===== config.mk =====
export PLATFORM = sky130hd
export DESIGN_NAME = deagg_top
export DESIGN_NICKNAME = d
export VERILOG_FILES = /design/src/deagg_pkg.sv /design/src/deagg_top.sv /design/src/deaggregator.sv /design/src/double_buffer.sv /design/src/lane_fifo.sv
export SDC_FILE = /design/constraint.sdc
export NUM_CORES = 1
export LEC_CHECK = 0
export ABC_CLOCK_PERIOD_IN_PS = 5900
export BUFFER_PORTS_ARGS = -buffer_cell sky130_fd_sc_hd__buf_2
export CAP_MARGIN = 15
export CORE_MARGIN = 1.5
export CORE_UTILIZATION = 55
export DETAILED_ROUTE_END_ITERATION = 6
export PLACE_DENSITY = 0.73
export SYNTH_ARGS = -nofsm -noshare
export SYNTH_HDL_FRONTEND = slang
export SYNTH_SLANG_ARGS = --single-unit

===== constraint.sdc =====
create_clock -name clk -period 5.9 [get_ports clk]
set_clock_uncertainty 0.2 [all_clocks]
set_input_delay 0.295 -clock clk [delete_from_list [all_inputs] [get_ports clk]]
set_output_delay 0.295 -clock clk [all_outputs]
set_load 0.01 [all_outputs]

===== src/deagg_pkg.sv =====
package deagg_pkg;

  // width of one narrow lane as it leaves the output FIFO
  localparam int DATA_WIDTH = 16;

  // number of narrow lanes packed into one fetch word
  localparam int FETCH_WIDTH = 4;

  // enough bits to index any lane of a fetch word
  localparam int LANE_SEL_WIDTH = $clog2(FETCH_WIDTH);

  // each lane FIFO holds this many beats
  localparam int LANE_DEPTH = 3;

  // depth of the FIFO that faces the outside reader
  localparam int OUT_DEPTH = 4;

  // the credit counter must be able to reach LANE_DEPTH itself
  localparam int CREDIT_WIDTH = $clog2(LANE_DEPTH + 1);

  // one fetch word seen two ways
  // the writer and the double buffer move it as one flat vector,
  // while the deaggregator picks it apart lane by lane
  typedef union packed {
    logic [FETCH_WIDTH*DATA_WIDTH-1:0]      flat;
    logic [FETCH_WIDTH-1:0][DATA_WIDTH-1:0] lanes;
  } fetch_word_u;

  // one narrow beat on its way to the reader
  // last is set only on the top lane of its fetch word
  typedef struct packed {
    logic [DATA_WIDTH-1:0] data;
    logic                  last;
  } beat_t;

endpackage


===== src/deagg_top.sv =====
`timescale 1ns/1ps

module deagg_top import deagg_pkg::*; (
  input  logic        clk,
  input  logic        rst_n,
  input  fetch_word_u in_word,
  input  logic        in_enq,
  output logic        in_full_n,
  output beat_t       out_beat,
  input  logic        out_deq,
  output logic        out_empty_n
);

  // double buffer to deaggregator
  fetch_word_u db_word;
  logic        db_empty_n;
  logic        db_deq;

  // deaggregator to output FIFO
  beat_t recv_beat;
  logic  recv_full_n;
  logic  recv_enq;

  // the writer fills this two-entry store with whole fetch words
  double_buffer u_double_buffer (
    .clk            (clk),
    .rst_n          (rst_n),
    .in_word        (in_word),
    .in_enq         (in_enq),
    .in_full_n      (in_full_n),
    .sender_word    (db_word),
    .sender_deq     (db_deq),
    .sender_empty_n (db_empty_n)
  );

  // splits each word into lanes and hands them out lowest lane first
  deaggregator u_deaggregator (
    .clk            (clk),
    .rst_n          (rst_n),
    .sender_word    (db_word),
    .sender_empty_n (db_empty_n),
    .sender_deq     (db_deq),
    .recv_beat      (recv_beat),
    .recv_full_n    (recv_full_n),
    .recv_enq       (recv_enq)
  );

  // output queue, the reader pulls narrow beats from here
  // when it fills, recv_full_n stalls the lanes and back-pressure spreads upstream
  lane_fifo #(
    .DEPTH (OUT_DEPTH)
  ) u_out_fifo (
    .clk     (clk),
    .rst_n   (rst_n),
    .din     (recv_beat),
    .enq     (recv_enq),
    .full_n  (recv_full_n),
    .dout    (out_beat),
    .deq     (out_deq),
    .empty_n (out_empty_n)
  );

endmodule


===== src/deaggregator.sv =====
`timescale 1ns/1ps

module deaggregator import deagg_pkg::*; (
  input  logic        clk,
  input  logic        rst_n,
  input  fetch_word_u sender_word,
  input  logic        sender_empty_n,
  output logic        sender_deq,
  output beat_t       recv_beat,
  input  logic        recv_full_n,
  output logic        recv_enq
);

  // beats going into and coming out of the lane FIFOs
  beat_t lane_din  [FETCH_WIDTH];
  beat_t lane_dout [FETCH_WIDTH];

  logic [FETCH_WIDTH-1:0] lane_empty_n;
  logic [FETCH_WIDTH-1:0] lane_deq;

  // lane that is next in line for the output FIFO
  logic [LANE_SEL_WIDTH-1:0] lane_sel_q;

  // words held in the top lane plus the read still in flight
  logic [CREDIT_WIDTH-1:0] credit_q;

  // the double buffer answers one cycle after a dequeue,
  // so the lane enqueue is the dequeue delayed by one edge
  logic lane_enq_q;

  logic drain_last;

  genvar i;
  generate
    for (i = 0; i < FETCH_WIDTH; i++) begin : g_lane
      // lane i takes its slice of the word, last is marked on the top lane only
      assign lane_din[i] = '{data: sender_word.lanes[i], last: (i == FETCH_WIDTH - 1)};

      // only the selected lane may drain, and only when the output has room
      assign lane_deq[i] = recv_enq && (lane_sel_q == LANE_SEL_WIDTH'(i));

      // the credit counter guarantees room, so the lane full flag is not needed
      lane_fifo #(
        .DEPTH (LANE_DEPTH)
      ) u_lane_fifo (
        .clk     (clk),
        .rst_n   (rst_n),
        .din     (lane_din[i]),
        .enq     (lane_enq_q),
        .full_n  (),
        .dout    (lane_dout[i]),
        .deq     (lane_deq[i]),
        .empty_n (lane_empty_n[i])
      );
    end
  endgenerate

  // output side, one beat per cycle in lane order
  assign recv_beat = lane_dout[lane_sel_q];
  assign recv_enq  = recv_full_n && lane_empty_n[lane_sel_q];

  // lanes drain in order, so once the top lane drains the whole word is gone
  assign drain_last = lane_deq[FETCH_WIDTH-1];

  // lane full flags lag a read in flight by a cycle and cannot gate the read;
  // tracking the top lane alone is enough, since it is always the last to drain
  assign sender_deq = sender_empty_n && (credit_q < CREDIT_WIDTH'(LANE_DEPTH));

  always_ff @(posedge clk) begin
    if (rst_n) begin
      lane_enq_q <= 1'b0;
      lane_sel_q <= '0;
      credit_q   <= '0;
    end else begin
      lane_enq_q <= sender_deq;

      // step to the next lane after each beat, back to 0 past the top lane
      if (recv_enq) begin
        if (lane_sel_q == LANE_SEL_WIDTH'(FETCH_WIDTH - 1)) begin
          lane_sel_q <= '0;
        end else begin
          lane_sel_q <= lane_sel_q + LANE_SEL_WIDTH'(1);
        end
      end

      // a read and a top lane drain in the same cycle cancel out
      case ({sender_deq, drain_last})
        2'b10:   credit_q <= credit_q + CREDIT_WIDTH'(1);
        2'b01:   credit_q <= credit_q - CREDIT_WIDTH'(1);
        default: credit_q <= credit_q;
      endcase
    end
  end

endmodule


===== src/double_buffer.sv =====
`timescale 1ns/1ps

module double_buffer import deagg_pkg::*; (
  input  logic        clk,
  input  logic        rst_n,
  input  fetch_word_u in_word,
  input  logic        in_enq,
  output logic        in_full_n,
  output fetch_word_u sender_word,
  input  logic        sender_deq,
  output logic        sender_empty_n
);

  // two word slots used in ping-pong order
  fetch_word_u word_q [2];

  // registered read port, the deaggregator samples it one cycle after a dequeue
  fetch_word_u rd_word_q;

  logic       wr_ptr_q;
  logic       rd_ptr_q;
  logic [1:0] count_q;
  logic       wr_en;
  logic       rd_en;

  // full when both slots hold a word, empty when neither does
  assign in_full_n      = (count_q != 2'd2);
  assign sender_empty_n = (count_q != 2'd0);

  // ignore requests that break the handshake rather than corrupt the count
  assign wr_en = in_enq && in_full_n;
  assign rd_en = sender_deq && sender_empty_n;

  assign sender_word = rd_word_q;

  // slot storage and the read register carry payload only
  always_ff @(posedge clk) begin
    if (wr_en) begin
      word_q[wr_ptr_q].flat <= in_word.flat;
    end
    // a dequeue copies the head into the read register,
    // and the word then stays there until the next dequeue
    if (rd_en) begin
      rd_word_q.flat <= word_q[rd_ptr_q].flat;
    end
  end

  always_ff @(posedge clk) begin
    if (rst_n) begin
      wr_ptr_q <= 1'b0;
      rd_ptr_q <= 1'b0;
      count_q  <= 2'd0;
    end else begin
      // with two slots each pointer simply toggles
      if (wr_en) begin
        wr_ptr_q <= ~wr_ptr_q;
      end
      if (rd_en) begin
        rd_ptr_q <= ~rd_ptr_q;
      end
      // the freed slot shows up in the count on the next edge
      case ({wr_en, rd_en})
        2'b10:   count_q <= count_q + 2'd1;
        2'b01:   count_q <= count_q - 2'd1;
        default: count_q <= count_q;
      endcase
    end
  end

endmodule


===== src/lane_fifo.sv =====
`timescale 1ns/1ps

module lane_fifo import deagg_pkg::*; #(
  parameter int DEPTH = 4
) (
  input  logic  clk,
  input  logic  rst_n,
  input  beat_t din,
  input  logic  enq,
  output logic  full_n,
  output beat_t dout,
  input  logic  deq,
  output logic  empty_n
);

  // pointers index the storage, the count must also reach DEPTH
  typedef logic [$clog2(DEPTH)-1:0]   ptr_t;
  typedef logic [$clog2(DEPTH+1)-1:0] count_t;

  beat_t  mem [DEPTH];
  ptr_t   wr_ptr_q;
  ptr_t   rd_ptr_q;
  count_t count_q;
  logic   do_enq;
  logic   do_deq;

  // status comes straight from the occupancy count
  assign full_n  = (count_q != count_t'(DEPTH));
  assign empty_n = (count_q != count_t'(0));

  // a dequeue on a full FIFO frees the head in the same edge,
  // so an enqueue in that cycle is accepted as well
  assign do_deq = deq && empty_n;
  assign do_enq = enq && (full_n || do_deq);

  // head entry is read combinationally
  assign dout = mem[rd_ptr_q];

  always_ff @(posedge clk) begin
    if (do_enq) begin
      mem[wr_ptr_q] <= din;
    end
  end

  always_ff @(posedge clk) begin
    if (rst_n) begin
      wr_ptr_q <= '0;
      rd_ptr_q <= '0;
      count_q  <= '0;
    end else begin
      // the depth need not be a power of two, so wrap explicitly
      if (do_enq) begin
        if (wr_ptr_q == ptr_t'(DEPTH - 1)) begin
          wr_ptr_q <= '0;
        end else begin
          wr_ptr_q <= wr_ptr_q + ptr_t'(1);
        end
      end
      if (do_deq) begin
        if (rd_ptr_q == ptr_t'(DEPTH - 1)) begin
          rd_ptr_q <= '0;
        end else begin
          rd_ptr_q <= rd_ptr_q + ptr_t'(1);
        end
      end
      // count only moves when exactly one side is active
      case ({do_enq, do_deq})
        2'b10:   count_q <= count_q + count_t'(1);
        2'b01:   count_q <= count_q - count_t'(1);
        default: count_q <= count_q;
      endcase
    end
  end

endmodule


==> metrics.md, run 1 <==
| Metric | Value |
|---|---|
| Filler cell count | 2275 |
| Final ANT Viol Nets | 0 |
| Register area share after synthesis | 76.9% |
| Max Slew Vio Count | 0 |
| RSZ-0062 raised after global routing | false |
| Critical Path Max Stage Delay | 640 ps |
| Vias | 9418 |
| Hold path start | rst_n |
| CTS tree | done |
| Final Hold Viols | 0 |
| Die W | 189 µm |
| Status | completed |
| Worst EP required | 6170 ps |
| Crit Path Max Fanout | 24 |
| Worst-Margin Slew | 1010 ps |
| Initial Utilization | 56.3% |
| Cell area after synthesis | 19000 µm² |
| FMAX | 282 MHz |
| Hold Path Class | primary input to flop |
| Synth top cells by count | edfxtp_1, nand2_1, mux2i_1, o21ai_0, mux2_2 |
| Detailed router's first-iteration violation count | 751 |
| Final WL | 32.7 mm |
| Max clock buf depth | 3 |
| Top_reg_cell synth | edfxtp_1 |
| First-pass GRT wire length | 51.2 mm |
| EDFF count, synth | 452 |
| VDD IR max | 0.295 mV |
| Synthesis-to-layout area growth | 17.1% |
| Die Ht | 189 µm |
| Crit-path cells | nor4b_2 > or2_0 > nor2_4 > inv_4 > ha_1 > inv_1 > fa_1 > xor2_1 > or3_1 > a21oi_1 |
| DIE AREA | 35600 µm² |
| Reg2Reg Launch Point | u_deaggregator.lane_sel_q[1] |
| Fin crit period | 3550 ps |
| Worst-path clk slew | 60 ps |
| DRC violations left | 0 |
| Clk sink count | 502 |
| Mean area per synthesized cell | 17.8 µm² |
| Post-synthesis async set-or-reset flop share | 0% |
| Detailed-route wire length per cell | 19.0 µm |
| Unique masters post-synth | 59 |
| TNS Setup | 0 ps |
| Synth warn | 0 |
| Vias in the first global route | 9314 |
| Number of H-tree levels | 2 |
| Nets@finish | 1319 |
| Area used by multi-input combinational logic | 4150 µm² |
| # IOs | 87 |
| Startpoint types | flop |
| WS Path Type | flop to flop |
| Hold-fix buffers, CTS | 66 |
| Tcrit/Tclk final | 60.1% |
| Slowest-stage cell, CP | dfxtp_1 |
| Share of the synthesized area in the top cell type | 71.6% |
| Max-Cap Viols | 0 |
| Yosys reg bits | 502 |
| Clock Latency Late Sink | 560 ps |
| Area contributors post-synth | edfxtp_1, dfxtp_1, mux4_2, mux2_2, mux2i_1 |
| Pleak | 0.00723 µW |
| Core footprint | 33700 µm² |
| Most frequent cell after synthesis | edfxtp_1 |
| Syn nets | 1148 |
| Finish-stage setup viols | 0 |
| Vias per inst | 5.46 |
| Yosys top cell by area | edfxtp_1 |
| Sequential cell area | 14600 µm² |
| Power Density | 440 nW/µm² |
| ANT cells | 0 |
| Final Power | 9770 µW |
| Slew margin rel. | 32.7% |
| Rows | 67 |
| Initial antenna violation count | 2 |
| Worst Path Arrival | 3820 ps |
| Largest net degree at the start of global routing | 58 |
| Root Buffer | clkbuf_16 |
| Critical Path End Type | flop |
| Synth Instances | 1067 |
| Post_cts resized | 0 |
| GPL Wtd Cong | 0.860 |
| Global-route usage over all layers | 18.8% |
| DRT Pass-1 Iters | 7 |
| Layout cell share with drive strength beyond 1 | 22.9% |
| Setup Fix Bufs, Post-CTS | 0 |
| Dpl hpwl | 20.9 mm |
| Remaining global-route overflow | 0 |
| Number of CTS-inserted buffers | 48 |
| Port Buf Inserts | 86 |
| Critical path launch point | u_deaggregator.lane_sel_q[1] |
worst max-delay path, delay by kind of cell (launching register included):
family	cells	cell delay (ps)
AND/OR/NAND/NOR	4	1480
flip-flops	1	640
XOR/XNOR	1	160
AO/OA/AOI/OAI	1	140
buffers and inverters	2	210
adder cells (fa/ha/maj)	2	630
per-layer routing:
metal,vias up,global-route usage (%),part of all wire (%)
met4,4,6.81,3.4
met3,80,3.17,5.3
met2,243,31.4,49
met1,4634,24.9,42
li1,4457,-,-
met5,-,0,0.083
sequential cells by signal, indices dropped and copies added, names as in the netlist, 2 cells and up, named ones only:
name,count
u_deaggregator.lane_sel_q,2
u_deaggregator.g_lane.u_lane_fifo.wr_ptr_q,8
u_deaggregator.credit_q,2
u_double_buffer.count_q,2
u_deaggregator.g_lane.u_lane_fifo.count_q,8
u_double_buffer.word_q,128
u_out_fifo.rd_ptr_q,2
u_double_buffer.sender_word,64
u_deaggregator.g_lane.u_lane_fifo.mem,192
u_out_fifo.count_q,3
u_out_fifo.mem,68
u_out_fifo.wr_ptr_q,2
u_deaggregator.g_lane.u_lane_fifo.rd_ptr_q,8
through the flow:
stage | area (µm²) | setup WS, ps | hold WS (ps) | utilization (%) | std cells
after floorplan | 19000 | 1850 | 194 | - | 1067
after global placement | 19900 | 2360 | 246 | 59.0 | 1568
after detailed placement | 19900 | 2330 | 258 | 59.0 | 1568
after CTS | 22200 | 2320 | 70.7 | 65.7 | 1724
after global routing | 22200 | 2200 | 106 | 65.9 | 1726
final | 22200 | 2350 | 84.3 | 65.9 | 1726
report_power, final:
group / switching [µW] / internal [µW] / total [µW]
Sequential: 339 / 4870 / 5210
Combinational: 893 / 614 / 1510
Clock: 1240 / 1810 / 3060
logic make-up (layout without fill, tap and decap cells):
group	count (synthesis)	after routing	share of synthesized area, %
mux	168	168	11.5
simple gates	184	184	4.91
buf+inv	63	274	1.41
xor+xnor	8	8	0.370
compound gates	129	129	4.08
fa+ha+maj	13	13	0.897
flops	502	502	76.9
layout by cell type (no fill, tap or decap), drive strengths merged, types with 12 or more instances in the layout:
cell and n:
mux2i 71, edfxtp 452, clkbuf 64, ha 12, buf 104, inv 15, mux2 64, o21ai 71
a21oi 26, nor2 27, dlygate4sd3 66, mux4 33, nand2 101, clkinv 19, dfxtp 50
final timing paths:
path	end	slack, ps	cells after the start
worst max register to register	u_out_fifo.count_q[2]	2350	10
worst min register to register	u_deaggregator.g_lane[3].u_lane_fifo.mem[2][9]	270	0
worst max-delay path	u_out_fifo.count_q[2]	2350	10
worst min-delay path	flop	80	3
final cells by class:
cell class | count | share of cell area (%)
flip-flops and latches | 502 | 65.7
multi-input cells | 502 | 18.7
clock buffers | 64 | 5.82
repair buffers | 170 | 5.63
well taps | 448 | 2.53
clock inverters | 26 | 1.41
inverters | 14 | 0.248
Power figures use the tool's default switching activity.
==> run 2: changes to the inputs <==
--- a/config.mk
+++ b/config.mk
@@ -5,13 +5,13 @@
 export SDC_FILE = /design/constraint.sdc
 export NUM_CORES = 1
 export LEC_CHECK = 0
-export ABC_CLOCK_PERIOD_IN_PS = 5900
+export ABC_CLOCK_PERIOD_IN_PS = 3200
 export BUFFER_PORTS_ARGS = -buffer_cell sky130_fd_sc_hd__buf_2
 export CAP_MARGIN = 15
 export CORE_MARGIN = 1.5
 export CORE_UTILIZATION = 55
 export DETAILED_ROUTE_END_ITERATION = 6
-export PLACE_DENSITY = 0.73
+export PLACE_DENSITY = 0.75
 export SYNTH_ARGS = -nofsm -noshare
 export SYNTH_HDL_FRONTEND = slang
 export SYNTH_SLANG_ARGS = --single-unit
==> constraint.sdc (replaced) <==
create_clock -name clk -period 3.2 [get_ports clk]
set_clock_uncertainty 0.2 [all_clocks]
set_input_delay 0.16 -clock clk [delete_from_list [all_inputs] [get_ports clk]]
set_output_delay 0.16 -clock clk [all_outputs]
set_load 0.01 [all_outputs]
==> run 2 against run 1 <==
Register-to-register slack lost 2000 ps. Maximum frequency rose by 23%. Final cell count rose by 1.3%. Cell area rose by 0.89%. Largest cell class unchanged. Largest power group unchanged.
==> metrics.md, run 2 (same netlist as run 1, synthesis figures left out) <==
| Metric | Value |
|---|---|
| DIE AREA | 35600 µm² |
| ANT cells | 0 |
| Final ANT Viol Nets | 0 |
| Largest net degree at the start of global routing | 58 |
| WS Path Type | flop to flop |
| Max reg flops | 192 |
| Rows | 67 |
| Initial antenna violation count | 0 |
| Power Density | 812 nW/µm² |
| Biggest register | u_deaggregator.g_lane.u_lane_fifo.mem |
| Initial Utilization | 56.3% |
| Clock Latency Late Sink | 570 ps |
| DRT Pass-1 Iters | 5 |
| FMAX | 346 MHz |
| Reg-to-reg slack, setup | 310 ps |
| Hold Path Stages | 2 |
| Sequential cell area | 14600 µm² |
| Remaining global-route overflow | 0 |
| VDD IR max | 0.597 mV |
| Startpoint types | flop |
| R2R Path End | u_out_fifo.count_q[2] |
| Pleak | 0.00736 µW |
| Die W | 189 µm |
| Setup WS pre-CTS | 195 ps |
| Dpl hpwl | 21.8 mm |
| Core footprint | 33700 µm² |
| Finish-stage setup viols | 0 |
| Reg2Reg Launch Point | u_deaggregator.lane_sel_q[0] |
| Tcrit/Tclk final | 90.4% |
| Max Slew Vio Count | 0 |
| Slew margin rel. | 32.6% |
| Worst-path clk slew | 60 ps |
| Detailed router's first-iteration violation count | 764 |
| Die Ht | 189 µm |
| Final Hold Viols | 0 |
| Slowest-stage cell, CP | nor4bb_4 |
| Worst-Margin Slew | 1010 ps |
| Vias in the first global route | 9803 |
| First-pass GRT wire length | 54.0 mm |
| Final WL | 35.0 mm |
| Vias per inst | 5.54 |
| Hold path start | in_word[58] |
| Biggest registers after layout | u_deaggregator.g_lane.u_lane_fifo.mem (192), u_double_buffer.word_q (128), u_out_fifo.mem (68) |
| Clk sink count | 502 |
| Nets@finish | 1341 |
| R2R depth | 10 |
| Final Power | 18200 µW |
| Crit Path Max Fanout | 9 |
| # IOs | 87 |
| Worst EP required | 3490 ps |
| Root Buffer | clkbuf_16 |
| Worst Path Arrival | 3190 ps |
| RSZ-0062 raised after global routing | false |
| Fin crit period | 2890 ps |
| Filler cell count | 2226 |
| Synthesis-to-layout area growth | 18.1% |
| Vias | 9687 |
| Max-Cap Viols | 0 |
| WHS Endpoint | u_double_buffer.word_q[1][58] |
| Area used by multi-input combinational logic | 4150 µm² |
| Commonest non-fill, non-tap cell in the layout | edfxtp_1 |
| Status | completed |
| Global-route usage over all layers | 20.0% |
| Layout cell share with drive strength beyond 1 | 24.6% |
| Number of CTS-inserted buffers | 48 |
| Final core occ | 66.4% |
| Setup Fix Bufs, Post-CTS | 0 |
| Critical Path End Type | flop |
| Crit-path cells | nor4bb_4 > a211o_4 > nor2_4 > inv_4 > ha_1 > inv_1 > fa_1 > xor2_1 > or3_1 > a21oi_1 |
| Port Buf Inserts | 86 |
| Max clock buf depth | 3 |
| Number of H-tree levels | 2 |
| Critical Path Max Stage Delay | 470 ps |
| GPL Wtd Cong | 0.854 |
| Detailed-route wire length per cell | 20.0 µm |
| DRC violations left | 0 |
| TNS Setup | 0 ps |
| Hold Path Class | primary input to flop |
| CTS tree | done |
| Most frequent cells in the layout | edfxtp_1, nand2_1, buf_2 |
| PnR worst setup slack | 306 ps |
==> run 2: per-layer routing <==
| metal | global-route usage [%] | wire, µm |
|---|---|---|
| met4 | 8.91 | 1250 |
| met2 | 32.6 | 17400 |
| met3 | 3.41 | 1940 |
| met5 | 0 | 0 |
| met1 | 26.6 | 14400 |
==> run 2: worst max path at each step <==
stage | start | to | slack, ps | cells after the start
detailed placement | u_deaggregator.lane_sel_q[0] | u_out_fifo.count_q[2] | 200 | 10
floorplan | u_deaggregator.credit_q[0] | u_double_buffer.count_q[1] | 190 | 6
CTS | u_deaggregator.lane_sel_q[0] | u_out_fifo.count_q[2] | 180 | 10
global placement | u_deaggregator.lane_sel_q[0] | u_out_fifo.count_q[2] | 260 | 10
global route | u_deaggregator.lane_sel_q[0] | u_out_fifo.count_q[2] | 120 | 10
finish | u_deaggregator.lane_sel_q[0] | u_out_fifo.count_q[2] | 310 | 10
==> run 2: what timing repair did <==
item | CTS | global route
hold buffers | 68 | 0
resized for setup | 0 | 1
setup endpoints to repair | 0 | 1
hold endpoints to repair | 161 | 0
==> run 2: cell type report <==
cell class	count	area share (%)
repair buffers	192	6.46
inverters	14	0.246
clock buffers	61	5.86
clock inverters	29	1.31
multi-input cells	502	18.5
flip-flops and latches	502	65.1
well taps	448	2.50
==> run 2: where the power goes <==
part           switching [µW]  internal (µW)
logic                    1720           1210
clock network            2340           3320
registers                 616           8980
==> run 2: critical path: cells and delay by family, from the launching register on <==
kind / cells / cell delay (ps)
AOI/OAI and AO/OA: 2 / 350
xor gates and xnor gates: 1 / 160
adders and majority gates: 2 / 610
buffers and inverters: 2 / 180
DFF: 1 / 460
and+or+nand+nor: 3 / 860
==> run 2: through the flow <==
stage / std cells / cell area [µm²] / hold slack (ps)
floorplan: 1067 / 19000 / 58.9
global placement: 1590 / 20100 / 147
detailed placement: 1590 / 20100 / 151
CTS: 1748 / 22400 / 93.5
global route: 1748 / 22400 / 106
finish: 1748 / 22400 / 123
==> run 3: changes to the inputs <==
--- a/config.mk
+++ b/config.mk
@@ -8,9 +8,11 @@
 export ABC_CLOCK_PERIOD_IN_PS = 3200
 export BUFFER_PORTS_ARGS = -buffer_cell sky130_fd_sc_hd__buf_2
 export CAP_MARGIN = 15
+export CORE_ASPECT_RATIO = 0.8
 export CORE_MARGIN = 1.5
 export CORE_UTILIZATION = 55
 export DETAILED_ROUTE_END_ITERATION = 6
+export HOLD_SLACK_MARGIN = 0.06
 export PLACE_DENSITY = 0.75
 export SYNTH_ARGS = -nofsm -noshare
 export SYNTH_HDL_FRONTEND = slang
==> run 3 against run 2 <==
Clock-buffer cell count decreased by 2. Die area about the same. Worst setup slack got worse by 170 ps. Combinational power about the same. Critical endpoint unchanged. Largest cell class unchanged. Non-clock buffer count unchanged.
==> metrics.md, run 3 (same netlist as run 1, synthesis figures left out) <==
| Metric | Value |
|---|---|
| Critical Path End Type | flop |
| Remaining global-route overflow | 0 |
| Internal power | 12900 µW |
| CTS tree | done |
| Vias per inst | 5.54 |
| Detailed-route wire length per cell | 19.8 µm |
| DRT Pass-1 Iters | 5 |
| DIE AREA | 35600 µm² |
| Switching portion of total power | 26.0% |
| TNS Setup | 0 ps |
| Sequential cell area | 14600 µm² |
| Finish-stage setup viols | 0 |
| Root Buffer | clkbuf_16 |
| Placed insts | 1576 |
| Global-route usage over all layers | 19.7% |
| Most frequent cells in the layout | edfxtp_1, nand2_1, buf_2 |
| Final ANT Viol Nets | 0 |
| Clk pwr share | 28.5% |
| Slew margin rel. | 34.9% |
| First-pass GRT wire length | 52.9 mm |
| Worst EP required | 3480 ps |
| Commonest non-fill, non-tap cell in the layout | edfxtp_1 |
| Detailed router's first-iteration violation count | 908 |
| Clock Latency Late Sink | 560 ps |
| Power Density | 791 nW/µm² |
| Biggest register | u_deaggregator.g_lane.u_lane_fifo.mem |
| Max reg flops | 192 |
| Final Hold Viols | 0 |
| Area used by multi-input combinational logic | 4160 µm² |
| Sw power | 4550 µW |
| Biggest registers after layout | u_deaggregator.g_lane.u_lane_fifo.mem (192), u_double_buffer.word_q (128), u_out_fifo.mem (68) |
| Sequential Power Share | 54.7% |
| Filler cell count | 2268 |
| Hold Path Class | primary input to flop |
| Number of CTS-inserted buffers | 46 |
| Vias | 9556 |
| Fin crit period | 3060 ps |
| Port Buf Inserts | 86 |
| Final Power | 17500 µW |
| Pleak | 0.00722 µW |
| Max clock buf depth | 3 |
| Setup Fix Bufs, Post-CTS | 0 |
| Startpoint types | flop |
| Vias in the first global route | 9523 |
| Tcrit/Tclk final | 95.6% |
| RSZ-0062 raised after global routing | false |
| Clk sink count | 502 |
| Rows | 60 |
| Number of H-tree levels | 2 |
| Combinational share of power | 16.8% |
| Crit Path Max Fanout | 9 |
| DRC violations left | 0 |
| Nets@finish | 1339 |
| Die W | 211 µm |
| Dpl hpwl | 21.9 mm |
| GPL Wtd Cong | 0.860 |
| ANT cells | 0 |
| Largest net degree at the start of global routing | 66 |
| Max Slew Vio Count | 0 |
| Worst Path Arrival | 3340 ps |
| Worst-path clk slew | 60 ps |
| Die Ht | 169 µm |
| Status | completed |
| Synthesis-to-layout area growth | 16.6% |
| Max-Cap Viols | 0 |
| Initial antenna violation count | 0 |
| Layout Cells excl Fill | 1726 |
| Final WL | 34.3 mm |
| VDD IR max | 0.475 mV |
| Layout cell share with drive strength beyond 1 | 23.2% |
| Worst-Margin Slew | 976 ps |
| Initial Utilization | 56.1% |
| Core footprint | 33800 µm² |
| FMAX | 327 MHz |
| WS Path Type | flop to flop |
| # IOs | 87 |
| WHS | 129 ps |
## run 3: layout make-up
cell class	instances	share of cell area, %
sequential	502	65.9
multi-input combinational	502	18.8
timing repair buffer	192	6.49
clock buffer	59	5.52
tap	434	2.46
clock inverter	23	0.560
inverter	14	0.249
## run 3: routing by layer
layer,vias up,part of all wire (%),global-route usage (%)
met5,-,0,0
met4,0,2.3,5.65
met3,56,6.5,3.90
met2,256,47,31.4
met1,4754,44,27.8
li1,4490,-,-
## run 3: metrics by stage
| stage | setup slack, ps | utilization (%) | area, µm² |
|---|---|---|---|
| floorplan | 189 | - | 19000 |
| global placement | 247 | 59.4 | 20100 |
| detailed placement | 194 | 59.4 | 20100 |
| CTS | 169 | 65.4 | 22100 |
| global route | 4.96 | 65.4 | 22100 |
| finish | 140 | 65.4 | 22100 |
## run 3: power groups by stage
| stage | combinational (µW) | sequential, µW | clock (µW) |
|---|---|---|---|
| 2_1_floorplan | 1920 | 9450 | 0 |
| 3_3_place_gp | 2830 | 9620 | 0 |
| 3_5_place_dp | 2900 | 9710 | 0 |
| 4_1_cts | 2980 | 9580 | 5090 |
| 5_1_grt | 3200 | 9700 | 5340 |
| 6_report | 2940 | 9570 | 4990 |
## run 3: worst paths after layout
kind / start / to / slack, ps / cells past startpoint
worst max-delay path: u_deaggregator.lane_sel_q[0] / u_out_fifo.count_q[2] / 140 / 10
worst min-delay path: in_word[19] / u_double_buffer.word_q[1][19] / 130 / 2
worst max register to register: u_deaggregator.lane_sel_q[0] / u_out_fifo.count_q[2] / 140 / 10
worst min register to register: u_double_buffer.sender_word[26] / u_deaggregator.g_lane[1].u_lane_fifo.mem[0][10] / 270 / 0
## run 3: critical path, cell delays in order (launching register included)
cell and delay, ps:
dfxtp_1 580, nor4bb_4 510, a211o_4 220, nor2_4 80, inv_4 120, ha_1 200, inv_1 70, fa_1 420
xor2_1 160, or3_1 300, a21oi_1 130
## run 3: timing repair
item | in CTS | in global routing
hold buffers | 68 | 0
resized for setup | 0 | 1
hold endpoints to repair | 165 | 0
endpoints found under the setup margin | 0 | 1
